==> config.mk <==
export PLATFORM = sky130hd
export DESIGN_NAME = opn_top
export DESIGN_NICKNAME = d
export VERILOG_FILES = /design/src/hdl/opn_pkg.sv /design/src/hdl/opn_top.sv /design/src/hdl/opn_host_regs.sv /design/src/hdl/opn_timers.sv /design/src/hdl/opn_timer.sv /design/src/hdl/opn_clock_gen.sv
export SDC_FILE = /design/constraint.sdc
export NUM_CORES = 1
export LEC_CHECK = 0
export ABC_AREA = 1
export BUFFER_PORTS_ARGS = -buffer_cell sky130_fd_sc_hd__buf_2
export CAP_MARGIN = 20
export CORE_ASPECT_RATIO = 1.75
export CORE_UTILIZATION = 40
export CTS_CLUSTER_DIAMETER = 60
export DETAILED_ROUTE_END_ITERATION = 12
export PLACE_DENSITY = 0.56
export SYNTH_ARGS = -nofsm -noshare
export SYNTH_HDL_FRONTEND = slang
export SYNTH_SLANG_ARGS = --single-unit
==> constraint.sdc <==
create_clock -name clk -period 2.6 [get_ports clk]
set_input_delay 0.65 -clock clk [delete_from_list [all_inputs] [get_ports clk]]
set_output_delay 0.65 -clock clk [all_outputs]
set_load 0.05 [all_outputs]
==> src/hdl/opn_pkg.sv <==
package opn_pkg;

    // Timer widths
    localparam int TA_W = 10;
    localparam int TB_W = 8;

    // Clock enable rhythm
    localparam int CEN_DIV     = 6;    // cen pulses per clk_en
    localparam int SLOTS       = 24;   // 6 channels x 4 operators
    localparam int TB_PRESCALE = 16;   // zero pulses per timer B count
    localparam int BUSY_SLOTS  = 32;   // clk_en pulses of busy after a write

    localparam int CEN_DIV_W = $clog2(CEN_DIV);
    localparam int SLOT_W    = $clog2(SLOTS);
    localparam int BUSY_W    = $clog2(BUSY_SLOTS);

    // Timer register map of bank 0
    localparam logic [7:0] REG_TA_HI     = 8'h24;
    localparam logic [7:0] REG_TA_LO     = 8'h25;
    localparam logic [7:0] REG_TB        = 8'h26;
    localparam logic [7:0] REG_TIMER_CTL = 8'h27;

    // CPU side of the chip
    typedef struct packed {
        logic [7:0] din;
        logic [1:0] addr;   // addr[0] data port, addr[1] second bank
        logic       cs_n;
        logic       wr_n;
    } host_bus_t;

    // Register 0x27
    typedef struct packed {
        logic [1:0] ch3_mode;   // Channel 3 mode is not used here
        logic       rst_b;
        logic       rst_a;
        logic       irq_en_b;
        logic       irq_en_a;
        logic       load_b;
        logic       load_a;
    } timer_ctl_t;

    // Timer setup handed from the host registers to the timers
    typedef struct packed {
        logic [TA_W-1:0] value_a;
        logic [TB_W-1:0] value_b;
        timer_ctl_t      ctl;
    } timer_cfg_t;

    // Status byte as read by the CPU
    typedef struct packed {
        logic       busy;
        logic [4:0] rsvd;   // Always zero
        logic       flag_b;
        logic       flag_a;
    } status_t;

endpackage
==> src/hdl/opn_top.sv <==
module opn_top (
    input  logic               clk,
    input  logic               rst,
    input  logic               cen,    // Leave at 1 if not needed
    input  opn_pkg::host_bus_t bus,
    output opn_pkg::status_t   dout,
    output logic               irq_n
);
    import opn_pkg::*;

    logic       clk_en;
    logic       zero;    // Start of each slot pass
    timer_cfg_t cfg;
    logic       clr_a;
    logic       clr_b;
    logic [1:0] flags;

    opn_clock_gen u_clock_gen (
        .clk    ( clk    ),
        .rst    ( rst    ),
        .cen    ( cen    ),
        .clk_en ( clk_en ),
        .zero   ( zero   )
    );

    opn_host_regs u_host_regs (
        .clk    ( clk    ),
        .rst    ( rst    ),
        .clk_en ( clk_en ),
        .bus    ( bus    ),
        .flags  ( flags  ),
        .cfg    ( cfg    ),
        .clr_a  ( clr_a  ),
        .clr_b  ( clr_b  ),
        .dout   ( dout   )
    );

    opn_timers u_timers (
        .clk    ( clk    ),
        .rst    ( rst    ),
        .clk_en ( clk_en ),
        .zero   ( zero   ),
        .cfg    ( cfg    ),
        .clr_a  ( clr_a  ),
        .clr_b  ( clr_b  ),
        .flags  ( flags  ),
        .irq_n  ( irq_n  )
    );

endmodule

==> src/hdl/opn_host_regs.sv <==
module opn_host_regs (
    input  logic                clk,
    input  logic                rst,
    input  logic                clk_en,
    input  opn_pkg::host_bus_t  bus,
    input  logic [1:0]          flags,   // {flag_b, flag_a}
    output opn_pkg::timer_cfg_t cfg,
    output logic                clr_a,
    output logic                clr_b,
    output opn_pkg::status_t    dout
);
    import opn_pkg::*;

    logic              write;
    logic              addr_wr;
    logic              data_wr;
    logic              bank0_wr;
    timer_ctl_t        din_ctl;
    logic [7:0]        reg_sel;
    logic [7:0]        ta_hi;
    logic [1:0]        ta_lo;
    logic [TB_W-1:0]   tb_val;
    timer_ctl_t        ctl;
    logic              busy;
    logic              busy_nxt;
    logic [BUSY_W-1:0] busy_cnt;
    logic [BUSY_W-1:0] busy_cnt_nxt;

    assign write    = !bus.cs_n && !bus.wr_n;
    assign addr_wr  = write && !bus.addr[1] && !bus.addr[0];
    assign data_wr  = write && bus.addr[0];        // Either bank
    assign bank0_wr = data_wr && !bus.addr[1];     // Second bank holds nothing here
    assign din_ctl  = timer_ctl_t'(bus.din);

    // Register number latch
    always_ff @(posedge clk) begin
        if (rst) begin
            reg_sel <= '0;
        end else if (addr_wr) begin
            reg_sel <= bus.din;
        end
    end

    // Timer values
    always_ff @(posedge clk) begin
        if (bank0_wr) begin
            case (reg_sel)
                REG_TA_HI: ta_hi  <= bus.din;
                REG_TA_LO: ta_lo  <= bus.din[1:0];
                REG_TB:    tb_val <= bus.din;
                default: ;
            endcase
        end
    end

    // Reset bits of register 0x27 become one-clk clear strobes
    always_ff @(posedge clk) begin
        if (rst) begin
            ctl   <= '0;
            clr_a <= 1'b0;
            clr_b <= 1'b0;
        end else begin
            clr_a <= 1'b0;
            clr_b <= 1'b0;
            if (bank0_wr && reg_sel == REG_TIMER_CTL) begin
                ctl <= '{ch3_mode: din_ctl.ch3_mode,
                         rst_b:    1'b0,
                         rst_a:    1'b0,
                         irq_en_b: din_ctl.irq_en_b,
                         irq_en_a: din_ctl.irq_en_a,
                         load_b:   din_ctl.load_b,
                         load_a:   din_ctl.load_a};
                clr_a <= din_ctl.rst_a;
                clr_b <= din_ctl.rst_b;
            end
        end
    end

    assign cfg.value_a = {ta_hi, ta_lo};   // 0x24 holds the upper 8 bits
    assign cfg.value_b = tb_val;
    assign cfg.ctl     = ctl;

    // Busy counter
    // A new data write restarts the count even while busy
    always_comb begin
        busy_nxt     = busy;
        busy_cnt_nxt = busy_cnt;
        if (data_wr) begin
            busy_nxt     = 1'b1;
            busy_cnt_nxt = '0;
        end else if (busy && clk_en) begin
            busy_cnt_nxt = busy_cnt + 1'b1;
            if (busy_cnt == BUSY_W'(BUSY_SLOTS - 1)) begin
                busy_nxt = 1'b0;
            end
        end
    end

    always_ff @(posedge clk) begin
        if (rst) begin
            busy     <= 1'b0;
            busy_cnt <= '0;
        end else begin
            busy     <= busy_nxt;
            busy_cnt <= busy_cnt_nxt;
        end
    end

    // Busy bit of the status byte tracks the write on the same edge
    always_ff @(posedge clk) begin
        if (rst) begin
            dout <= '0;
        end else begin
            dout <= '{busy: busy_nxt, rsvd: '0, flag_b: flags[1], flag_a: flags[0]};
        end
    end

endmodule

==> src/hdl/opn_timers.sv <==
module opn_timers (
    input  logic                clk,
    input  logic                rst,
    input  logic                clk_en,
    input  logic                zero,
    input  opn_pkg::timer_cfg_t cfg,
    input  logic                clr_a,
    input  logic                clr_b,
    output logic [1:0]          flags,   // {flag_b, flag_a}
    output logic                irq_n
);
    import opn_pkg::*;

    logic tick;

    // One tick per full slot pass
    assign tick = zero && clk_en;

    opn_timer #(
        .W        ( TA_W        ),
        .PRESCALE ( 1           )
    ) u_timer_a (
        .clk    ( clk              ),
        .rst    ( rst              ),
        .tick   ( tick             ),
        .value  ( cfg.value_a      ),
        .load   ( cfg.ctl.load_a   ),
        .irq_en ( cfg.ctl.irq_en_a ),
        .clr    ( clr_a            ),
        .flag   ( flags[0]         )
    );

    opn_timer #(
        .W        ( TB_W        ),
        .PRESCALE ( TB_PRESCALE )   // Timer B runs 16x slower
    ) u_timer_b (
        .clk    ( clk              ),
        .rst    ( rst              ),
        .tick   ( tick             ),
        .value  ( cfg.value_b      ),
        .load   ( cfg.ctl.load_b   ),
        .irq_en ( cfg.ctl.irq_en_b ),
        .clr    ( clr_b            ),
        .flag   ( flags[1]         )
    );

    // Shared interrupt pin
    assign irq_n = ~|flags;

endmodule

==> src/hdl/opn_timer.sv <==
module opn_timer #(
    parameter int W        = 10,
    parameter int PRESCALE = 1
) (
    input  logic         clk,
    input  logic         rst,
    input  logic         tick,
    input  logic [W-1:0] value,
    input  logic         load,
    input  logic         irq_en,
    input  logic         clr,
    output logic         flag
);

    localparam int PRE_W = (PRESCALE > 1) ? $clog2(PRESCALE) : 1;

    logic             load_q;
    logic             load_rise;
    logic             run;
    logic [PRE_W-1:0] pre;
    logic             pre_end;
    logic             step;
    logic [W-1:0]     cnt;
    logic             ovf;

    assign load_rise = load && !load_q;
    assign run       = load && load_q;        // Counting only after the load edge
    assign pre_end   = pre == PRE_W'(PRESCALE - 1);
    assign step      = run && tick && pre_end;
    assign ovf       = step && (&cnt);        // Tick at full count

    // Prescaler and counter
    always_ff @(posedge clk) begin
        if (rst) begin
            load_q <= 1'b0;
            pre    <= '0;
            cnt    <= '0;
        end else begin
            load_q <= load;
            if (load_rise) begin
                cnt <= value;
                pre <= '0;
            end else if (run && tick) begin
                if (pre_end) begin
                    pre <= '0;
                    cnt <= ovf ? value : cnt + 1'b1;   // Reload on overflow
                end else begin
                    pre <= pre + 1'b1;
                end
            end
        end
    end

    // Flag holds until the CPU clears it
    always_ff @(posedge clk) begin
        if (rst) begin
            flag <= 1'b0;
        end else if (clr) begin
            flag <= 1'b0;                  // Clear beats a same-cycle overflow
        end else if (ovf && irq_en) begin
            flag <= 1'b1;
        end
    end

endmodule

==> src/hdl/opn_clock_gen.sv <==
module opn_clock_gen (
    input  logic clk,
    input  logic rst,
    input  logic cen,
    output logic clk_en,
    output logic zero
);
    import opn_pkg::*;

    logic [CEN_DIV_W-1:0] div;
    logic [SLOT_W-1:0]    slot;
    logic                 div_end;
    logic                 slot_end;

    assign div_end  = div == CEN_DIV_W'(CEN_DIV - 1);
    assign slot_end = slot == SLOT_W'(SLOTS - 1);

    // One clk_en per CEN_DIV cen pulses
    always_ff @(posedge clk) begin
        if (rst) begin
            div    <= '0;
            clk_en <= 1'b0;
        end else begin
            clk_en <= 1'b0;
            if (cen) begin
                if (div_end) begin
                    div    <= '0;
                    clk_en <= 1'b1;
                end else begin
                    div <= div + 1'b1;
                end
            end
        end
    end

    // Operator slot counter
    // zero lands on the clk_en pulse that closes slot SLOTS-1
    always_ff @(posedge clk) begin
        if (rst) begin
            slot <= '0;
            zero <= 1'b0;
        end else begin
            zero <= 1'b0;
            if (cen && div_end) begin
                zero <= slot_end;
                if (slot_end) begin
                    slot <= '0;
                end else begin
                    slot <= slot + 1'b1;
                end
            end
        end
    end

endmodule

# ---- After elaboration in Yosys (flattened, before gate mapping)
# Cells that the tools add are included.
dict set report classes {
  n_bitwise 4
  n_eq_ne 9
  mul 0
  n_reduce_logical 47
  mux 16
  magnitude_cmp 0
  addsub 7
  n_shift 0
  div 0
}
# cell n
set ops {}
lappend ops {{$mux W10} 4}
lappend ops {{$eq A8 B6 Y1 const B} 4}
lappend ops {{$mux W8} 4}
lappend ops {{$logic_and A1 B1 Y1} 21}
lappend ops {{$reduce_or A2 Y1} 9}
lappend ops {{$add A10 B1 Y10 const B} 1}
lappend ops {{$add A5 B1 Y5 const B} 2}
lappend ops {{$eq A5 B5 Y1 const B} 2}
lappend ops {{$reduce_and A10 Y1} 1}
lappend ops {{$reduce_and A2 Y1} 5}
lappend ops {{$add A8 B1 Y8 const B} 1}
lappend ops {{$reduce_and A8 Y1} 1}
lappend ops {{$logic_not A1 Y1} 7}
lappend ops {{$reduce_bool A2 Y1} 3}
lappend ops {{$mux W1} 5}
lappend ops {{$mux W5} 1}
lappend ops {{$add A4 B1 Y4 const B} 1}
lappend ops {{$eq A4 B4 Y1 const B} 1}
lappend ops {{$mux W4} 1}
lappend ops {{$not A1 Y1} 4}
lappend ops {{$add A3 B1 Y3 const B} 1}
lappend ops {{$eq A3 B3 Y1 const B} 1}
lappend ops {{$mux W3} 1}
lappend ops {{$ne A2 B2 Y1 const B} 1}
lappend ops {{$add A1 B1 Y1 const B} 1}
dict set report totals {
  memories 0
  mem_bits_ro 0
  latchBits 0
  wordCells 109
  ram_bits 0
  reg_bits 77
}

# ---- Longest topological paths before layout
dict set report logic_depth {
  depth_word 8
  ltp_mapped 11
}

# ---- Cells and area by module
# From an unflattened synthesis, not the netlist that was laid out.
dict set report unflattened {
  hier_cells 500
  hier_area_um2 3842.4
}
# mod instances cells_each area_each_um2 seq_area_each_um2
set by_module_without_submodules {}
lappend by_module_without_submodules {opn_host_regs 1 167 1657.8 1021.0}
lappend by_module_without_submodules {{opn_timer (u_timers.u_timer_b)} 1 136 900.9 280.3}
lappend by_module_without_submodules {{opn_timer (u_timers.u_timer_a)} 1 135 820.8 240.2}
lappend by_module_without_submodules {opn_clock_gen 1 59 451.7 200.2}
lappend by_module_without_submodules {opn_timers 1 3 11.3 0.0}

# ---- Worst setup path before layout
# OpenSTA, ideal clock, no wires.
dict set report synth_timing {
  kind {input port to flip-flop}
  start {in bus[1] in the netlist's numbering}
  end {reg u_host_regs.tb_val[0], enable pin}
  setup_slack_ns 0.469
  arrival_time_ns 1.736
  t_required_ns 2.205
  setup_time_ns 0.395
  path_stages 5
  cell_sequence {inv_1 -> nand2_1 -> inv_1 -> nand3_1 -> nor4_1}
}
dict set report synth_via {
  elab_chain_cells 5
}
# element line
set synth_rtl {}
lappend synth_rtl {{from (decl)} opn_top.sv:5} ;# input opn_pkg::host_bus_t bus,
lappend synth_rtl {{$logic_not A1 Y1} opn_host_regs.sv:29} ;# assign write = !bus.cs_n && !bus.wr_n;
lappend synth_rtl {{$logic_and A1 B1 Y1} opn_host_regs.sv:29}
lappend synth_rtl {{$logic_and A1 B1 Y1} opn_host_regs.sv:31} ;# assign data_wr = write && bus.addr[0];
lappend synth_rtl {{$logic_and A1 B1 Y1} opn_host_regs.sv:32} ;# assign bank0_wr = data_wr && !bus.addr[1];
lappend synth_rtl {{$reduce_and A2 Y1 (no source line)} --}
lappend synth_rtl {{to (signal assigned)} opn_host_regs.sv:50} ;# REG_TB: tb_val <= bus.din;
lappend synth_rtl {{to (decl)} opn_host_regs.sv:22} ;# logic [TB_W-1:0] tb_val;
# Every way passes these cells.
# A chain may end at the register's enable or synchronous reset.

# ---- Worst setup path after layout
dict set report layout_timing {
  start {in bus[1] in the netlist's numbering}
  end {reg u_host_regs.ta_hi[5], enable pin}
}
dict set report layout_via {
  elab_chain_cells 5
}
# element line
set layout_rtl {}
lappend layout_rtl {{$logic_not A1 Y1} opn_host_regs.sv:29}
lappend layout_rtl {{$logic_and A1 B1 Y1} opn_host_regs.sv:29}
lappend layout_rtl {{$logic_and A1 B1 Y1} opn_host_regs.sv:31}
lappend layout_rtl {{$logic_and A1 B1 Y1} opn_host_regs.sv:32}
lappend layout_rtl {{$reduce_and A2 Y1 (no source line)} --}
lappend layout_rtl {{to (signal assigned)} opn_host_regs.sv:48} ;# REG_TA_HI: ta_hi <= bus.din;
lappend layout_rtl {{to (decl)} opn_host_regs.sv:20} ;# logic [7:0] ta_hi;
# Every way passes these cells.

==> out/results.tsv <==
metric	value	unit
Post-CTS Resized	0	
Design Area, Final	4120	µm²
final hold violation count	0	
Rows	45	
Layout Cells excl Fill	631	
Net Sw Frac	0.232	
Chip Height	128	µm
H-tree depth	3	
combinational share of power	0.033	
fin nets	530	
pre-CTS WS	0.502	ns
warnings from Yosys	0	
Worst-Margin Slew	0.604	ns
Detailed Place HPWL	5730	µm
cell mode on critical path	inv_1	
sequential fraction of the synthesis area	0.466	
wirelength, routed	7890	µm
Final min period	1.74	ns
reg2reg setup slack	0.99	ns
GR Util met2	0.335	
clock latency on the worst-skew pair	0.34	ns
Die X	74.2	µm
input/output buffers	18	
Hold Path Class	flip-flop to flip-flop	
Reg2Reg Depth	10	
Rel. slew slack	0.596	
VDD IR max	0.499	mV
core area	8780	µm²
share of power burned in registers	0.480	
Final Power	2.54	mW
Setup Crit Path Kind	primary input to flip-flop	
Max Slew Vio Count	0	
CTS Buf Count	9	
RSZ-0062 raised after global routing	no	
reg2reg end	u_timers.u_timer_a.cnt[9]	
first-pass GRT wire length	13000	µm
initial core utilization	0.416	
Ant. Diodes	0	
CP Max Fanout	8	
Hold Path Stages	1	
fin worst setup slack	0.856	ns
Via density	4.69	
Switch Pwr	0.589	mW
drt drc	0	
routability congestion estimate	0.785	
worst-path cell chain	buf_2 -> inv_1 -> nand2_1 -> inv_1 -> nand3_1 -> nand3b_1 -> nor2_1	
Routed Antenna Nets	0	
largest net degree at the start of global routing	22	
Final Util	0.470	
clk_skew	0.00681	ns
initial antenna violation count	0	
DR pass1 iterations	4	
syn avg cell area	7.47	µm²
GR peak layer	met2	
CP max-delay cell	nor2_1	
Setup Viol. Count Final	0	
pwr dens	616	nW/µm²
layout cells sized above 1	0.107	
CTS tree	yes	
Setup crit end kind	flip-flop	
final setup TNS	0	ns
DR vias	2961	
clock share of power	0.487	
Hold-fix buffers, CTS	0	
area delta synth->final	12.9	%
post-synthesis cell type count	34	
TritonCTS Sinks	76	
total internal power	1.95	mW
WL/cell	12.5	µm
Max clock buf depth	2	
Worst Hold End	u_timers.u_timer_a.flag	
I/O Pins	24	
Overflow after GRT	0	
critical path arrival	1.71	ns
max-cap viol count	0	
clk root buf	clkbuf_16	
WP data required	2.57	ns
Final period util	0.671	
Min Hold Slack	0.405	ns
FF-to-FF Start	u_timers.u_timer_a.cnt[0]	
slowest stage delay, CP	0.48	ns
achievable clock frequency	573	MHz
clock-pin transition on the worst setup and hold timing paths	0.06	ns
P_leak	1.90	nW
Post-CTS Setup Repair Bufs	0	
Netlist Area Pre-Place	3650	µm²
die area	9530	µm²
Post-Syn Instances	489	
vias in the first global route	2798	
initial DRC count	175	
GRT Total Usage	0.183	
met1 Use GR	0.202	
outcome	complete, no violations	
Yosys reg bits	76	
routing usage on met3	0.0399	
Placement Cell Area	3830	µm²
Inst Count DP	615	
worst hold start	u_host_regs.clr_a	
CP Launch Type	primary input	
==> cell families after synthesis <==
kind of cell | after synthesis | share of synthesized area
buf+inv | 101 | 0.115
simple gates | 232 | 0.286
xor+xnor | 7 | 0.0168
compound gates | 66 | 0.0949
other cells | 1 | 0.00103
fa+ha+maj | 6 | 0.0206
flops | 76 | 0.466
==> metal layers <==
layer,vias up,wire [µm],part of all wire
li1,1578,-,-
met1,1341,3310,0.42
met2,35,4290,0.54
met3,7,165,0.021
met4,0,121,0.015
met5,-,0,0
==> worst max-delay path by stage <==
| stage | from | to | slack (ns) | cells past startpoint |
|---|---|---|---|---|
| final | bus[1] | u_host_regs.ta_hi[5] | 0.86 | 7 |
| after global routing | bus[0] | u_host_regs.ta_hi[5] | 0.70 | 7 |
| after CTS | bus[1] | u_host_regs.ta_hi[5] | 0.86 | 7 |
| after detailed placement | bus[1] | u_host_regs.ta_hi[3] | 0.50 | 7 |
| after global placement | bus[1] | u_host_regs.ta_hi[3] | 0.55 | 7 |
| after floorplan | bus[1] | u_host_regs.tb_val[0] | 0.47 | 5 |
==> registers in the layout, summed over array words and instances (netlist names), 3 cells and up <==
register	count
u_timers.u_timer_a.cnt	10
u_host_regs.reg_sel	8
u_host_regs.ta_hi	8
u_host_regs.tb_val	8
u_timers.u_timer_b.cnt	8
u_clock_gen.slot	5
u_host_regs.busy_cnt	5
u_host_regs.cfg	4
u_timers.u_timer_b.pre	4
u_clock_gen.div	3
==> synthesized netlist by cell type <==
cell type,n,area [µm²]
nand2_1,99,372
inv_1,81,304
dfxtp_1,58,1160
nor2_1,58,218
nand3_1,40,200
o21ai_0,37,185
a21oi_1,24,120
edfxtp_1,18,541
nor3_1,10,50.1
buf_4,6,45.0
ha_1,6,75.1
nand4_1,6,37.5
nand2_2,5,31.3
xor2_1,5,43.8
clkbuf_1,4,15.0
nand2_4,4,45.0
inv_2,3,11.3
nand3b_1,3,22.5
buf_1,2,7.51
buf_2,2,10.0
buf_6,2,22.5
nor2_4,2,22.5
o21ai_1,2,10.0
xnor2_1,2,17.5
a211oi_1,1,7.51
a21boi_1,1,7.51
a21oi_4,1,16.3
and3_1,1,6.26
clkbuf_2,1,5.00
conb_1,1,3.75
nand2_8,1,20.0
nor2_2,1,6.26
nor4_1,1,6.26
or2_2,1,6.26
==> power by group through the flow <==
stage	Clock, mW	Sequential [mW]	Combinational, mW
6_report	1.24	1.22	0.0835
5_1_grt	1.31	1.22	0.0919
4_1_cts	1.27	1.22	0.0843
3_5_place_dp	0	1.25	0.0841
3_3_place_gp	0	1.25	0.0837
2_1_floorplan	0	1.24	0.0577
==> layout by cell type, fill, tap and decap left out, drive strengths merged, types with 5 or more instances in the layout <==
master,instances
dfxtp,58
inv,88
nor3,10
xor2,5
ha,6
edfxtp,18
nor2,61
a21oi,25
buf,22
conb,5
nand2,109
clkbuf,11
nand4,6
nand3,40
o21ai,39
==> layout make-up <==
type | instances | area, µm²
timing repair buffer | 22 | 120
fill | 920 | 4660
tap | 117 | 146
multi-input combinational | 316 | 1550
sequential | 76 | 1700
clock inverter | 5 | 41.3
inverter | 84 | 315
clock buffer | 11 | 254
==> critical path, delay by kind of cell <==
| kind | cells | cell delay [ns] |
|---|---|---|
| AND/OR/NAND/NOR | 4 | 0.86 |
| buffers and inverters | 3 | 0.20 |
No activity file was read; power rests on OpenSTA's default activity.
